**config.mk**
```make
export PLATFORM = sky130hd
export DESIGN_NAME = cpuCore
export DESIGN_NICKNAME = d
export VERILOG_FILES = /design/src/cpuPkg.sv /design/src/controlDecoder.sv /design/src/cpuCore.sv /design/src/decodeStage.sv /design/src/executeStage.sv /design/src/regFile.sv /design/src/resultStage.sv
export SDC_FILE = /design/constraint.sdc
export NUM_CORES = 2
export LEC_CHECK = 0
export BUFFER_PORTS_ARGS = -buffer_cell sky130_fd_sc_hd__buf_2
export CORE_ASPECT_RATIO = 0.6
export CORE_UTILIZATION = 55
export DETAILED_ROUTE_END_ITERATION = 8
export GPL_TIMING_DRIVEN = 0
export PLACE_DENSITY = 0.75
export SLEW_MARGIN = 15
export SYNTH_ARGS = -nofsm -noshare
export SYNTH_HDL_FRONTEND = slang
export SYNTH_HIERARCHICAL = 1
export SYNTH_SLANG_ARGS = --single-unit
```
**constraint.sdc**
```tcl
create_clock -name Clock -period 23.7 [get_ports Clock]
set_clock_uncertainty 0.2 [all_clocks]
set_input_delay 1.185 -clock Clock [delete_from_list [all_inputs] [get_ports Clock]]
set_output_delay 1.185 -clock Clock [all_outputs]
set_load 0.1 [all_outputs]
```
**src/cpuPkg.sv**
```systemverilog
// shared widths, opcode and function codes, instruction union, ALU ops and stage structs
package cpuPkg;

    localparam int DATA_W     = 32;
    localparam int REG_ADDR_W = 5;

    // primary opcodes
    localparam logic [5:0] OP_SPECIAL  = 6'h00;
    localparam logic [5:0] OP_SPECIAL2 = 6'h1c;
    localparam logic [5:0] OP_ADDI     = 6'h08;
    localparam logic [5:0] OP_ADDIU    = 6'h09;
    localparam logic [5:0] OP_SLTI     = 6'h0a;
    localparam logic [5:0] OP_SLTIU    = 6'h0b;
    localparam logic [5:0] OP_ANDI     = 6'h0c;
    localparam logic [5:0] OP_ORI      = 6'h0d;
    localparam logic [5:0] OP_XORI     = 6'h0e;
    localparam logic [5:0] OP_LUI      = 6'h0f;
    localparam logic [5:0] OP_LW       = 6'h23;
    localparam logic [5:0] OP_SW       = 6'h2b;

    // function codes, FN_MUL lives under SPECIAL2
    localparam logic [5:0] FN_ADD  = 6'h20;
    localparam logic [5:0] FN_ADDU = 6'h21;
    localparam logic [5:0] FN_SUB  = 6'h22;
    localparam logic [5:0] FN_SUBU = 6'h23;
    localparam logic [5:0] FN_AND  = 6'h24;
    localparam logic [5:0] FN_OR   = 6'h25;
    localparam logic [5:0] FN_XOR  = 6'h26;
    localparam logic [5:0] FN_NOR  = 6'h27;
    localparam logic [5:0] FN_SLT  = 6'h2a;
    localparam logic [5:0] FN_SLTU = 6'h2b;
    localparam logic [5:0] FN_SLL  = 6'h00;
    localparam logic [5:0] FN_SRL  = 6'h02;
    localparam logic [5:0] FN_SRA  = 6'h03;
    localparam logic [5:0] FN_MUL  = 6'h02;

    typedef struct packed {
        logic [5:0]            op;
        logic [REG_ADDR_W-1:0] rs;
        logic [REG_ADDR_W-1:0] rt;
        logic [REG_ADDR_W-1:0] rd;
        logic [4:0]            shamt;
        logic [5:0]            funct;
    } rFields_t;

    typedef struct packed {
        logic [5:0]            op;
        logic [REG_ADDR_W-1:0] rs;
        logic [REG_ADDR_W-1:0] rt;
        logic [15:0]           imm16;
    } iFields_t;

    // one instruction word seen as R-type or I-type
    typedef union packed {
        rFields_t r;
        iFields_t i;
    } instrWord_u;

    typedef enum logic [3:0] {
        ADD, SUB, AND, OR, XOR, NOR, SLT, SLTU, SLL, SRL, SRA, MUL, LUI
    } aluOp_t;

    typedef struct packed {
        logic   regWrite;
        logic   memRead;
        logic   memWrite;
        logic   aluSrc;
        logic   zeroExt;
        logic   luiSel;
        aluOp_t aluOp;
    } ctrl_t;

    typedef struct packed {
        logic                  valid;
        ctrl_t                 ctrl;
        logic [DATA_W-1:0]     rsData;
        logic [DATA_W-1:0]     rtData;
        logic [DATA_W-1:0]     imm;
        logic [4:0]            shamt;
        logic [REG_ADDR_W-1:0] destAddr;
    } decExe_t;

    typedef struct packed {
        logic                  valid;
        logic                  regWrite;
        logic                  memRead;
        logic                  memWrite;
        logic [REG_ADDR_W-1:0] destAddr;
        logic [DATA_W-1:0]     result;
        logic [DATA_W-1:0]     storeData;
    } exeRes_t;

    typedef struct packed {
        logic                  valid;
        logic                  regWrite;
        logic [REG_ADDR_W-1:0] addr;
        logic [DATA_W-1:0]     data;
    } retire_t;

    typedef struct packed {
        logic              cyc;
        logic              stb;
        logic              we;
        logic [DATA_W-1:0] adr;
        logic [DATA_W-1:0] datWrite;
    } wbMaster_t;

endpackage

```
**src/controlDecoder.sv**
```systemverilog
// combinational control decoder from opcode and function code to the control word
`timescale 1ns/1ps

module controlDecoder (
    input  logic [5:0]    op,
    input  logic [5:0]    funct,
    output cpuPkg::ctrl_t ctrl
);

    always_comb begin
        // unknown encodings fall through with every enable low
        ctrl = '0;
        ctrl.aluOp = cpuPkg::ADD;
        case (op)
            cpuPkg::OP_SPECIAL: begin
                ctrl.regWrite = 1'b1;
                case (funct)
                    cpuPkg::FN_ADD, cpuPkg::FN_ADDU: ctrl.aluOp = cpuPkg::ADD;
                    cpuPkg::FN_SUB, cpuPkg::FN_SUBU: ctrl.aluOp = cpuPkg::SUB;
                    cpuPkg::FN_AND:  ctrl.aluOp = cpuPkg::AND;
                    cpuPkg::FN_OR:   ctrl.aluOp = cpuPkg::OR;
                    cpuPkg::FN_XOR:  ctrl.aluOp = cpuPkg::XOR;
                    cpuPkg::FN_NOR:  ctrl.aluOp = cpuPkg::NOR;
                    cpuPkg::FN_SLT:  ctrl.aluOp = cpuPkg::SLT;
                    cpuPkg::FN_SLTU: ctrl.aluOp = cpuPkg::SLTU;
                    cpuPkg::FN_SLL:  ctrl.aluOp = cpuPkg::SLL;
                    cpuPkg::FN_SRL:  ctrl.aluOp = cpuPkg::SRL;
                    cpuPkg::FN_SRA:  ctrl.aluOp = cpuPkg::SRA;
                    default:         ctrl.regWrite = 1'b0;
                endcase
            end
            cpuPkg::OP_SPECIAL2: begin
                if (funct == cpuPkg::FN_MUL) begin
                    ctrl.regWrite = 1'b1;
                    ctrl.aluOp = cpuPkg::MUL;
                end
            end
            cpuPkg::OP_ADDI, cpuPkg::OP_ADDIU: begin
                ctrl.regWrite = 1'b1;
                ctrl.aluSrc = 1'b1;
            end
            cpuPkg::OP_SLTI, cpuPkg::OP_SLTIU: begin
                ctrl.regWrite = 1'b1;
                ctrl.aluSrc = 1'b1;
                ctrl.aluOp = (op == cpuPkg::OP_SLTI) ? cpuPkg::SLT : cpuPkg::SLTU;
            end
            cpuPkg::OP_ANDI, cpuPkg::OP_ORI, cpuPkg::OP_XORI: begin
                ctrl.regWrite = 1'b1;
                ctrl.aluSrc = 1'b1;
                ctrl.zeroExt = 1'b1;
                case (op)
                    cpuPkg::OP_ANDI: ctrl.aluOp = cpuPkg::AND;
                    cpuPkg::OP_ORI:  ctrl.aluOp = cpuPkg::OR;
                    default:         ctrl.aluOp = cpuPkg::XOR;
                endcase
            end
            cpuPkg::OP_LUI: begin
                ctrl.regWrite = 1'b1;
                ctrl.aluSrc = 1'b1;
                ctrl.luiSel = 1'b1;
                ctrl.aluOp = cpuPkg::LUI;
            end
            cpuPkg::OP_LW: begin
                ctrl.regWrite = 1'b1;
                ctrl.memRead = 1'b1;
                ctrl.aluSrc = 1'b1;
            end
            cpuPkg::OP_SW: begin
                ctrl.memWrite = 1'b1;
                ctrl.aluSrc = 1'b1;
            end
            default: ctrl = '0;
        endcase
    end

endmodule

```
**src/cpuCore.sv**
```systemverilog
// core top: decode, execute and result stages with the shared stall
`timescale 1ns/1ps

module cpuCore (
    input  logic                      Clock,
    input  logic                      rst,
    input  logic                      instrValid,
    input  cpuPkg::instrWord_u        instr,
    input  logic                      ack,
    input  logic [cpuPkg::DATA_W-1:0] datRead,
    output logic                      instrReady,
    output cpuPkg::wbMaster_t         wbOut,
    output cpuPkg::retire_t           retire
);

    cpuPkg::decExe_t decExe;
    cpuPkg::exeRes_t exeRes;
    logic            stall;

    assign instrReady = !stall;

    decodeStage dec (
        .Clock      (Clock     ),
        .rst        (rst       ),
        .instrValid (instrValid),
        .instr      (instr     ),
        .stall      (stall     ),
        .retire     (retire    ),
        .decExe     (decExe    )
    );

    executeStage exe (
        .Clock  (Clock ),
        .rst    (rst   ),
        .stall  (stall ),
        .decExe (decExe),
        .exeRes (exeRes)
    );

    resultStage res (
        .Clock   (Clock  ),
        .rst     (rst    ),
        .exeRes  (exeRes ),
        .ack     (ack    ),
        .datRead (datRead),
        .wbOut   (wbOut  ),
        .stall   (stall  ),
        .retire  (retire )
    );

endmodule

```
**src/decodeStage.sv**
```systemverilog
// decode stage: control decode, register read, immediate forming, destination select
`timescale 1ns/1ps

module decodeStage (
    input  logic               Clock,
    input  logic               rst,
    input  logic               instrValid,
    input  cpuPkg::instrWord_u instr,
    input  logic               stall,
    input  cpuPkg::retire_t    retire,
    output cpuPkg::decExe_t    decExe
);

    cpuPkg::ctrl_t                     ctrl;
    cpuPkg::ctrl_t                     ctrlOut;
    logic [cpuPkg::DATA_W-1:0]         rsData;
    logic [cpuPkg::DATA_W-1:0]         rtData;
    logic [cpuPkg::DATA_W-1:0]         imm;
    logic [cpuPkg::REG_ADDR_W-1:0]     destAddr;
    logic                              rType;
    logic                              accept;

    assign accept = instrValid && !stall;

    controlDecoder ctrlDec (
        .op    (instr.r.op   ),
        .funct (instr.r.funct),
        .ctrl  (ctrl         )
    );

    regFile rf (
        .Clock  (Clock                         ),
        .rst    (rst                           ),
        .wrEn   (retire.valid && retire.regWrite),
        .wrAddr (retire.addr                   ),
        .wrData (retire.data                   ),
        .rsAddr (instr.r.rs                    ),
        .rtAddr (instr.i.rt                    ),
        .rsData (rsData                        ),
        .rtData (rtData                        )
    );

    always_comb begin
        if (ctrl.luiSel) imm = {instr.i.imm16, 16'd0};
        else if (ctrl.zeroExt) imm = {16'd0, instr.i.imm16};
        else imm = {{16{instr.i.imm16[15]}}, instr.i.imm16};
    end

    // R-type writes rd, everything else writes rt
    assign rType = (instr.r.op == cpuPkg::OP_SPECIAL) || (instr.r.op == cpuPkg::OP_SPECIAL2);
    assign destAddr = rType ? instr.r.rd : instr.i.rt;

    always_comb begin
        ctrlOut = ctrl;
        if (destAddr == '0) ctrlOut.regWrite = 1'b0;
    end

    always_ff @(posedge Clock) begin
        if (rst) begin
            decExe.valid <= 1'b0;
        end else if (!stall) begin
            decExe.valid <= instrValid;
        end
        if (accept) begin
            decExe.ctrl     <= ctrlOut;
            decExe.rsData   <= rsData;
            decExe.rtData   <= rtData;
            decExe.imm      <= imm;
            decExe.shamt    <= instr.r.shamt;
            decExe.destAddr <= destAddr;
        end
    end

endmodule

```
**src/executeStage.sv**
```systemverilog
// execute stage with operand select, ALU, shifter, multiplier and the execute pipeline register
`timescale 1ns/1ps

module executeStage (
    input  logic            Clock,
    input  logic            rst,
    input  logic            stall,
    input  cpuPkg::decExe_t decExe,
    output cpuPkg::exeRes_t exeRes
);

    logic [cpuPkg::DATA_W-1:0] opB;
    logic [cpuPkg::DATA_W-1:0] aluResult;

    assign opB = decExe.ctrl.aluSrc ? decExe.imm : decExe.rtData;

    always_comb begin
        case (decExe.ctrl.aluOp)
            cpuPkg::ADD:  aluResult = decExe.rsData + opB;
            cpuPkg::SUB:  aluResult = decExe.rsData - opB;
            cpuPkg::AND:  aluResult = decExe.rsData & opB;
            cpuPkg::OR:   aluResult = decExe.rsData | opB;
            cpuPkg::XOR:  aluResult = decExe.rsData ^ opB;
            cpuPkg::NOR:  aluResult = ~(decExe.rsData | opB);
            cpuPkg::SLT: begin
                aluResult = {{(cpuPkg::DATA_W-1){1'b0}},
                             $signed(decExe.rsData) < $signed(opB)};
            end
            cpuPkg::SLTU: begin
                aluResult = {{(cpuPkg::DATA_W-1){1'b0}}, decExe.rsData < opB};
            end
            // shifts act on rt by shamt
            cpuPkg::SLL:  aluResult = opB << decExe.shamt;
            cpuPkg::SRL:  aluResult = opB >> decExe.shamt;
            cpuPkg::SRA:  aluResult = $signed(opB) >>> decExe.shamt;
            // low word of the product only
            cpuPkg::MUL:  aluResult = decExe.rsData * opB;
            cpuPkg::LUI:  aluResult = opB;
            default:      aluResult = decExe.rsData + opB;
        endcase
    end

    always_ff @(posedge Clock) begin
        if (rst) begin
            exeRes.valid <= 1'b0;
        end else if (!stall) begin
            exeRes.valid <= decExe.valid;
        end
        if (!stall && decExe.valid) begin
            exeRes.regWrite  <= decExe.ctrl.regWrite;
            exeRes.memRead   <= decExe.ctrl.memRead;
            exeRes.memWrite  <= decExe.ctrl.memWrite;
            exeRes.destAddr  <= decExe.destAddr;
            // address for lw/sw and value for everything else
            exeRes.result    <= aluResult;
            exeRes.storeData <= decExe.rtData;
        end
    end

    // the decode entry feeding the ALU must not move under a bus cycle
    assert property (@(posedge Clock) disable iff (rst) stall |=> $stable(decExe));

endmodule

```
**src/regFile.sv**
```systemverilog
// 32x32 register file, two read ports with write-through, one write port
`timescale 1ns/1ps

module regFile (
    input  logic                              Clock,
    input  logic                              rst,
    input  logic                              wrEn,
    input  logic [cpuPkg::REG_ADDR_W-1:0]     wrAddr,
    input  logic [cpuPkg::DATA_W-1:0]         wrData,
    input  logic [cpuPkg::REG_ADDR_W-1:0]     rsAddr,
    input  logic [cpuPkg::REG_ADDR_W-1:0]     rtAddr,
    output logic [cpuPkg::DATA_W-1:0]         rsData,
    output logic [cpuPkg::DATA_W-1:0]         rtData
);

    logic [cpuPkg::DATA_W-1:0] regs [0:(1 << cpuPkg::REG_ADDR_W) - 1];

    function automatic logic [cpuPkg::DATA_W-1:0] readPort(
        input logic [cpuPkg::REG_ADDR_W-1:0] addr
    );
        if (addr == '0) return '0;
        // same-cycle write is forwarded to the reader
        if (wrEn && wrAddr == addr) return wrData;
        return regs[addr];
    endfunction

    always_ff @(posedge Clock) begin
        if (rst) begin
            for (int i = 0; i < (1 << cpuPkg::REG_ADDR_W); i++) begin
                regs[i] <= '0;
            end
        end else if (wrEn) begin
            regs[wrAddr] <= wrData;
        end
    end

    always_comb rsData = readPort(rsAddr);
    always_comb rtData = readPort(rtAddr);

    // decode drops regWrite for $0, so no retire should ever target it
    assert property (@(posedge Clock) disable iff (rst) wrEn |-> wrAddr != '0);

endmodule

```
**src/resultStage.sv**
```systemverilog
// result stage with the Wishbone classic master for lw/sw, writeback and retire
`timescale 1ns/1ps

module resultStage (
    input  logic                      Clock,
    input  logic                      rst,
    input  cpuPkg::exeRes_t           exeRes,
    input  logic                      ack,
    input  logic [cpuPkg::DATA_W-1:0] datRead,
    output cpuPkg::wbMaster_t         wbOut,
    output logic                      stall,
    output cpuPkg::retire_t           retire
);

    typedef enum logic {
        IDLE,
        BUSY
    } state_t;

    state_t                            state;
    logic                              isMem;
    logic                              pendWrite;
    logic [cpuPkg::REG_ADDR_W-1:0]     pendDest;

    assign isMem = exeRes.valid && (exeRes.memRead || exeRes.memWrite);

    // earlier stages freeze for the whole bus cycle including the ack cycle
    assign stall = (state == BUSY);

    always_ff @(posedge Clock) begin
        if (rst) begin
            state        <= IDLE;
            wbOut.cyc    <= 1'b0;
            wbOut.stb    <= 1'b0;
            retire.valid <= 1'b0;
        end else if (state == IDLE) begin
            retire.valid <= exeRes.valid && !isMem;
            if (isMem) begin
                state     <= BUSY;
                wbOut.cyc <= 1'b1;
                wbOut.stb <= 1'b1;
            end
        end else begin
            retire.valid <= ack;
            if (ack) begin
                state     <= IDLE;
                wbOut.cyc <= 1'b0;
                wbOut.stb <= 1'b0;
            end
        end

        if (state == IDLE) begin
            // bus fields only load here and hold until ack
            if (isMem) begin
                wbOut.we       <= exeRes.memWrite;
                wbOut.adr      <= exeRes.result;
                wbOut.datWrite <= exeRes.storeData;
                pendWrite      <= exeRes.regWrite && exeRes.memRead;
                pendDest       <= exeRes.destAddr;
            end
            retire.regWrite <= exeRes.regWrite;
            retire.addr     <= exeRes.destAddr;
            retire.data     <= exeRes.result;
        end else if (ack) begin
            // store retires with regWrite low
            retire.regWrite <= pendWrite;
            retire.addr     <= pendDest;
            retire.data     <= datRead;
        end
    end

    // the next entry waits in exeRes for the whole bus cycle
    assert property (@(posedge Clock) disable iff (rst) stall |=> $stable(exeRes));

    // slave may only answer an open cycle
    assert property (@(posedge Clock) disable iff (rst) ack |-> wbOut.cyc);

endmodule
```
==> run_results.csv <==
group,metric,value,unit
clock_tree,cts_root_buf,"clkbuf_16",
worst_setup_path,end_kind,"register",
run,maxCapViolCount,5,
sta,max_slew.worst_pin.slew,1.664,ns
synth,synth.cell_area,90800,µm²
grt,grt_pass1_vias,70510,
floorplanning,core,163900,µm²
clock_tree,cts_resized,0,
finish,fin_nets,8612,
grt,grt_usage,0.5526,
routing,drt_iter0_markers,17630,
clock_tree,htree_levels,3,
floorplanning,die_y,316.7,µm
grt,grt-ovfl-total,0,
sta,setup_viol,0,
synth,synth_nets,8290,
sta,period_minus_slack,12.16,ns
synth,yosysWarningCount,6,
grt,antenna_found_initial,53,
routing,via_count,78420,
clock_tree,insertion_delay,0.80,ns
place,hpwl,369.3,mm
sta,fmax,82.25,MHz
sta,slew_violations,36,
worst_setup_path,critical-path-max-stage-delay,1.04,ns
worst_setup_path,start_kind,"register",
synth,synthesis.instances,7587,
outcome,status,"finished with violations",
grt,grt_max_degree,43,
sta,fin_setup_tns,0,ns
outcome,violations,"design-rule violations, max-capacitance violations, max-slew violations",
finish,final_area,99270,µm²
floorplanning,die_area,166800,µm²
sta,relSlewSlack,-0.1091,
sta,finalHoldViolCount,0,
place,placed_cell_area,94910,µm²
clock_tree,cts_setup_buffers,0,
floorplanning,start_util,0.5540,
sta,post-route-period-util,0.5130,
worst_setup_path,worst_path_dominant_cell_family,"adder cells",
clock_tree,numCtsBuffers,121,
worst_setup_path,path_cells,"mux2i_1 -> clkbuf_1 -> buf_1 -> nor2_1 -> fa_1 -> inv_1 -> fa_1 -> fa_1 -> fa_1 -> inv_1 -> fa_1 -> fa_1 -> fa_1 -> fa_1 -> ha_1 -> a21oi_1 -> nand2_1 -> a21oi_1 -> nand2b_1 -> inv_1 -> a41oi_1 -> a21oi_1 -> xnor2_1 -> o211ai_1",
floorplanning,ioPinCount,175,
finish,layout-drive-gt1-share,0.1507,
hold_path,min_path_type,"register to register",
routing,wire_per_inst,45.90,µm
place,io_buffer_count,172,
clock_tree,cts_max_path_buffers,3,
worst_setup_path,path_max_fanout,10,
sta,rsz0062_at_grt,"false",
worst_setup_path,cp.required,23.94,ns
place,gp_congestion,1.184,
grt,grt_pass1_wl,608.6,mm
floorplanning,rows,115,
worst_setup_path,crit_top_cell,"fa_1",
routing,finalWirelength,469.7,mm
synth,syn-mean-instance-area,11.97,µm²
clock_tree,cts_tree,"yes",
clock_tree,cts_hold_buf,0,
routing,drc,39,
worst_setup_path,critPathArrivalTime,12.40,ns
clock_tree,cts_sinks,1324,
floorplanning,die_x,526.5,µm
routing,vias_per_cell,7.664,
finish,area_growth,9.332,%
clock_tree,clk_pin_slew,0.08,ns
worst_setup_path,slowest_stage,"a41oi_1",
worst_setup_path,crit_buf_inv,5,
worst_setup_path,worstSetupPathType,"register to register",
routing,ant_nets,0,
routing,dr.pass1.iters,9,
[state kept, by name, summed over array words and instances (netlist names)]
register       cells
res/pendDest       5
res/retire        39
res/wbOut         66
dec/decExe       115
res/stall          1
exe/exeRes        73
res/pendWrite      1
dec/rf/regs     1024
[through the flow]
| stage | hold WS [ns] | setup slack, ns | instances | utilization |
|---|---|---|---|---|
| CTS | 0.2204 | 12.50 | 10180 | 0.6039 |
| global route | 0.2359 | 12.00 | 10190 | 0.6051 |
| floorplan | 0.2003 | 15.52 | 7587 | - |
| finish | 0.2193 | 11.54 | 10230 | 0.6057 |
| detailed placement | 0.2045 | 12.55 | 9946 | 0.5791 |
| global placement | 0.2022 | 12.37 | 9923 | 0.5758 |
[placed cells by master, fill, tap and decap left out, types with 40 or more instances in the layout]
| cell | count |
|---|---|
| mux4_2 | 401 |
| clkbuf_2 | 45 |
| diode_2 | 54 |
| fa_1 | 410 |
| clkbuf_16 | 121 |
| buf_4 | 54 |
| ha_1 | 225 |
| a211oi_1 | 70 |
| buf_2 | 272 |
| inv_1 | 463 |
| o221ai_1 | 47 |
| nand2_1 | 462 |
| mux2i_1 | 452 |
| xnor2_1 | 81 |
| nor2_1 | 544 |
| nor3_1 | 40 |
| o22ai_1 | 50 |
| a22oi_1 | 152 |
| nand3_1 | 66 |
| o21ai_0 | 196 |
| mux2_2 | 55 |
| and2_1 | 1035 |
| edfxtp_1 | 1319 |
| a21oi_1 | 239 |
| clkbuf_1 | 389 |
[worst register-to-register path, cell delays in order, from the launching register on]
cell	delay (ns)
edfxtp_1	0.86
mux2i_1	0.64
clkbuf_1	0.60
buf_1	0.94
nor2_1	0.16
fa_1	0.55
inv_1	0.06
fa_1	0.47
fa_1	0.60
fa_1	0.59
inv_1	0.05
fa_1	0.48
fa_1	0.59
fa_1	0.44
fa_1	0.46
ha_1	0.39
a21oi_1	0.29
nand2_1	0.10
a21oi_1	0.96
nand2b_1	0.24
inv_1	0.06
a41oi_1	1.04
a21oi_1	0.39
xnor2_1	0.49
o211ai_1	0.22
[metal layers]
metal | vias to the layer above | GRT usage | part of all wire
li1 | 28030 | - | -
met1 | 39120 | 0.7316 | 0.37
met2 | 9544 | 0.5938 | 0.32
met3 | 1656 | 0.4919 | 0.25
met4 | 75 | 0.2091 | 0.050
met5 | - | 0.1358 | 0.0075
[final timing paths]
kind                             from                  endpoint  slack (ns)  cells after the start
max reg2reg  dec/decExe[46]$_DFFE_PP_  exe/exeRes[60]$_DFFE_PP_       11.54                     24
min reg2reg   exe/exeRes[2]$_DFFE_PP_    res/wbOut[2]$_DFFE_PP_        0.22                      0
max          dec/decExe[46]$_DFFE_PP_  exe/exeRes[60]$_DFFE_PP_       11.54                     24
min           exe/exeRes[2]$_DFFE_PP_    res/wbOut[2]$_DFFE_PP_        0.22                      0
[final cells by class]
class,instances,area [µm²]
fill,13000,64620
multi-input combinational,5139,46520
sequential,1324,39710
clock buffer,135,3080
buffer,627,2998
tap,2164,2708
inverter,497,1871
timing repair buffer,199,1267
clock inverter,94,983.4
antenna,54,135.1
Power is left out: the tool's default activity adds up to more than one toggle a clock period on the data nets, which glitch-free logic cannot reach.
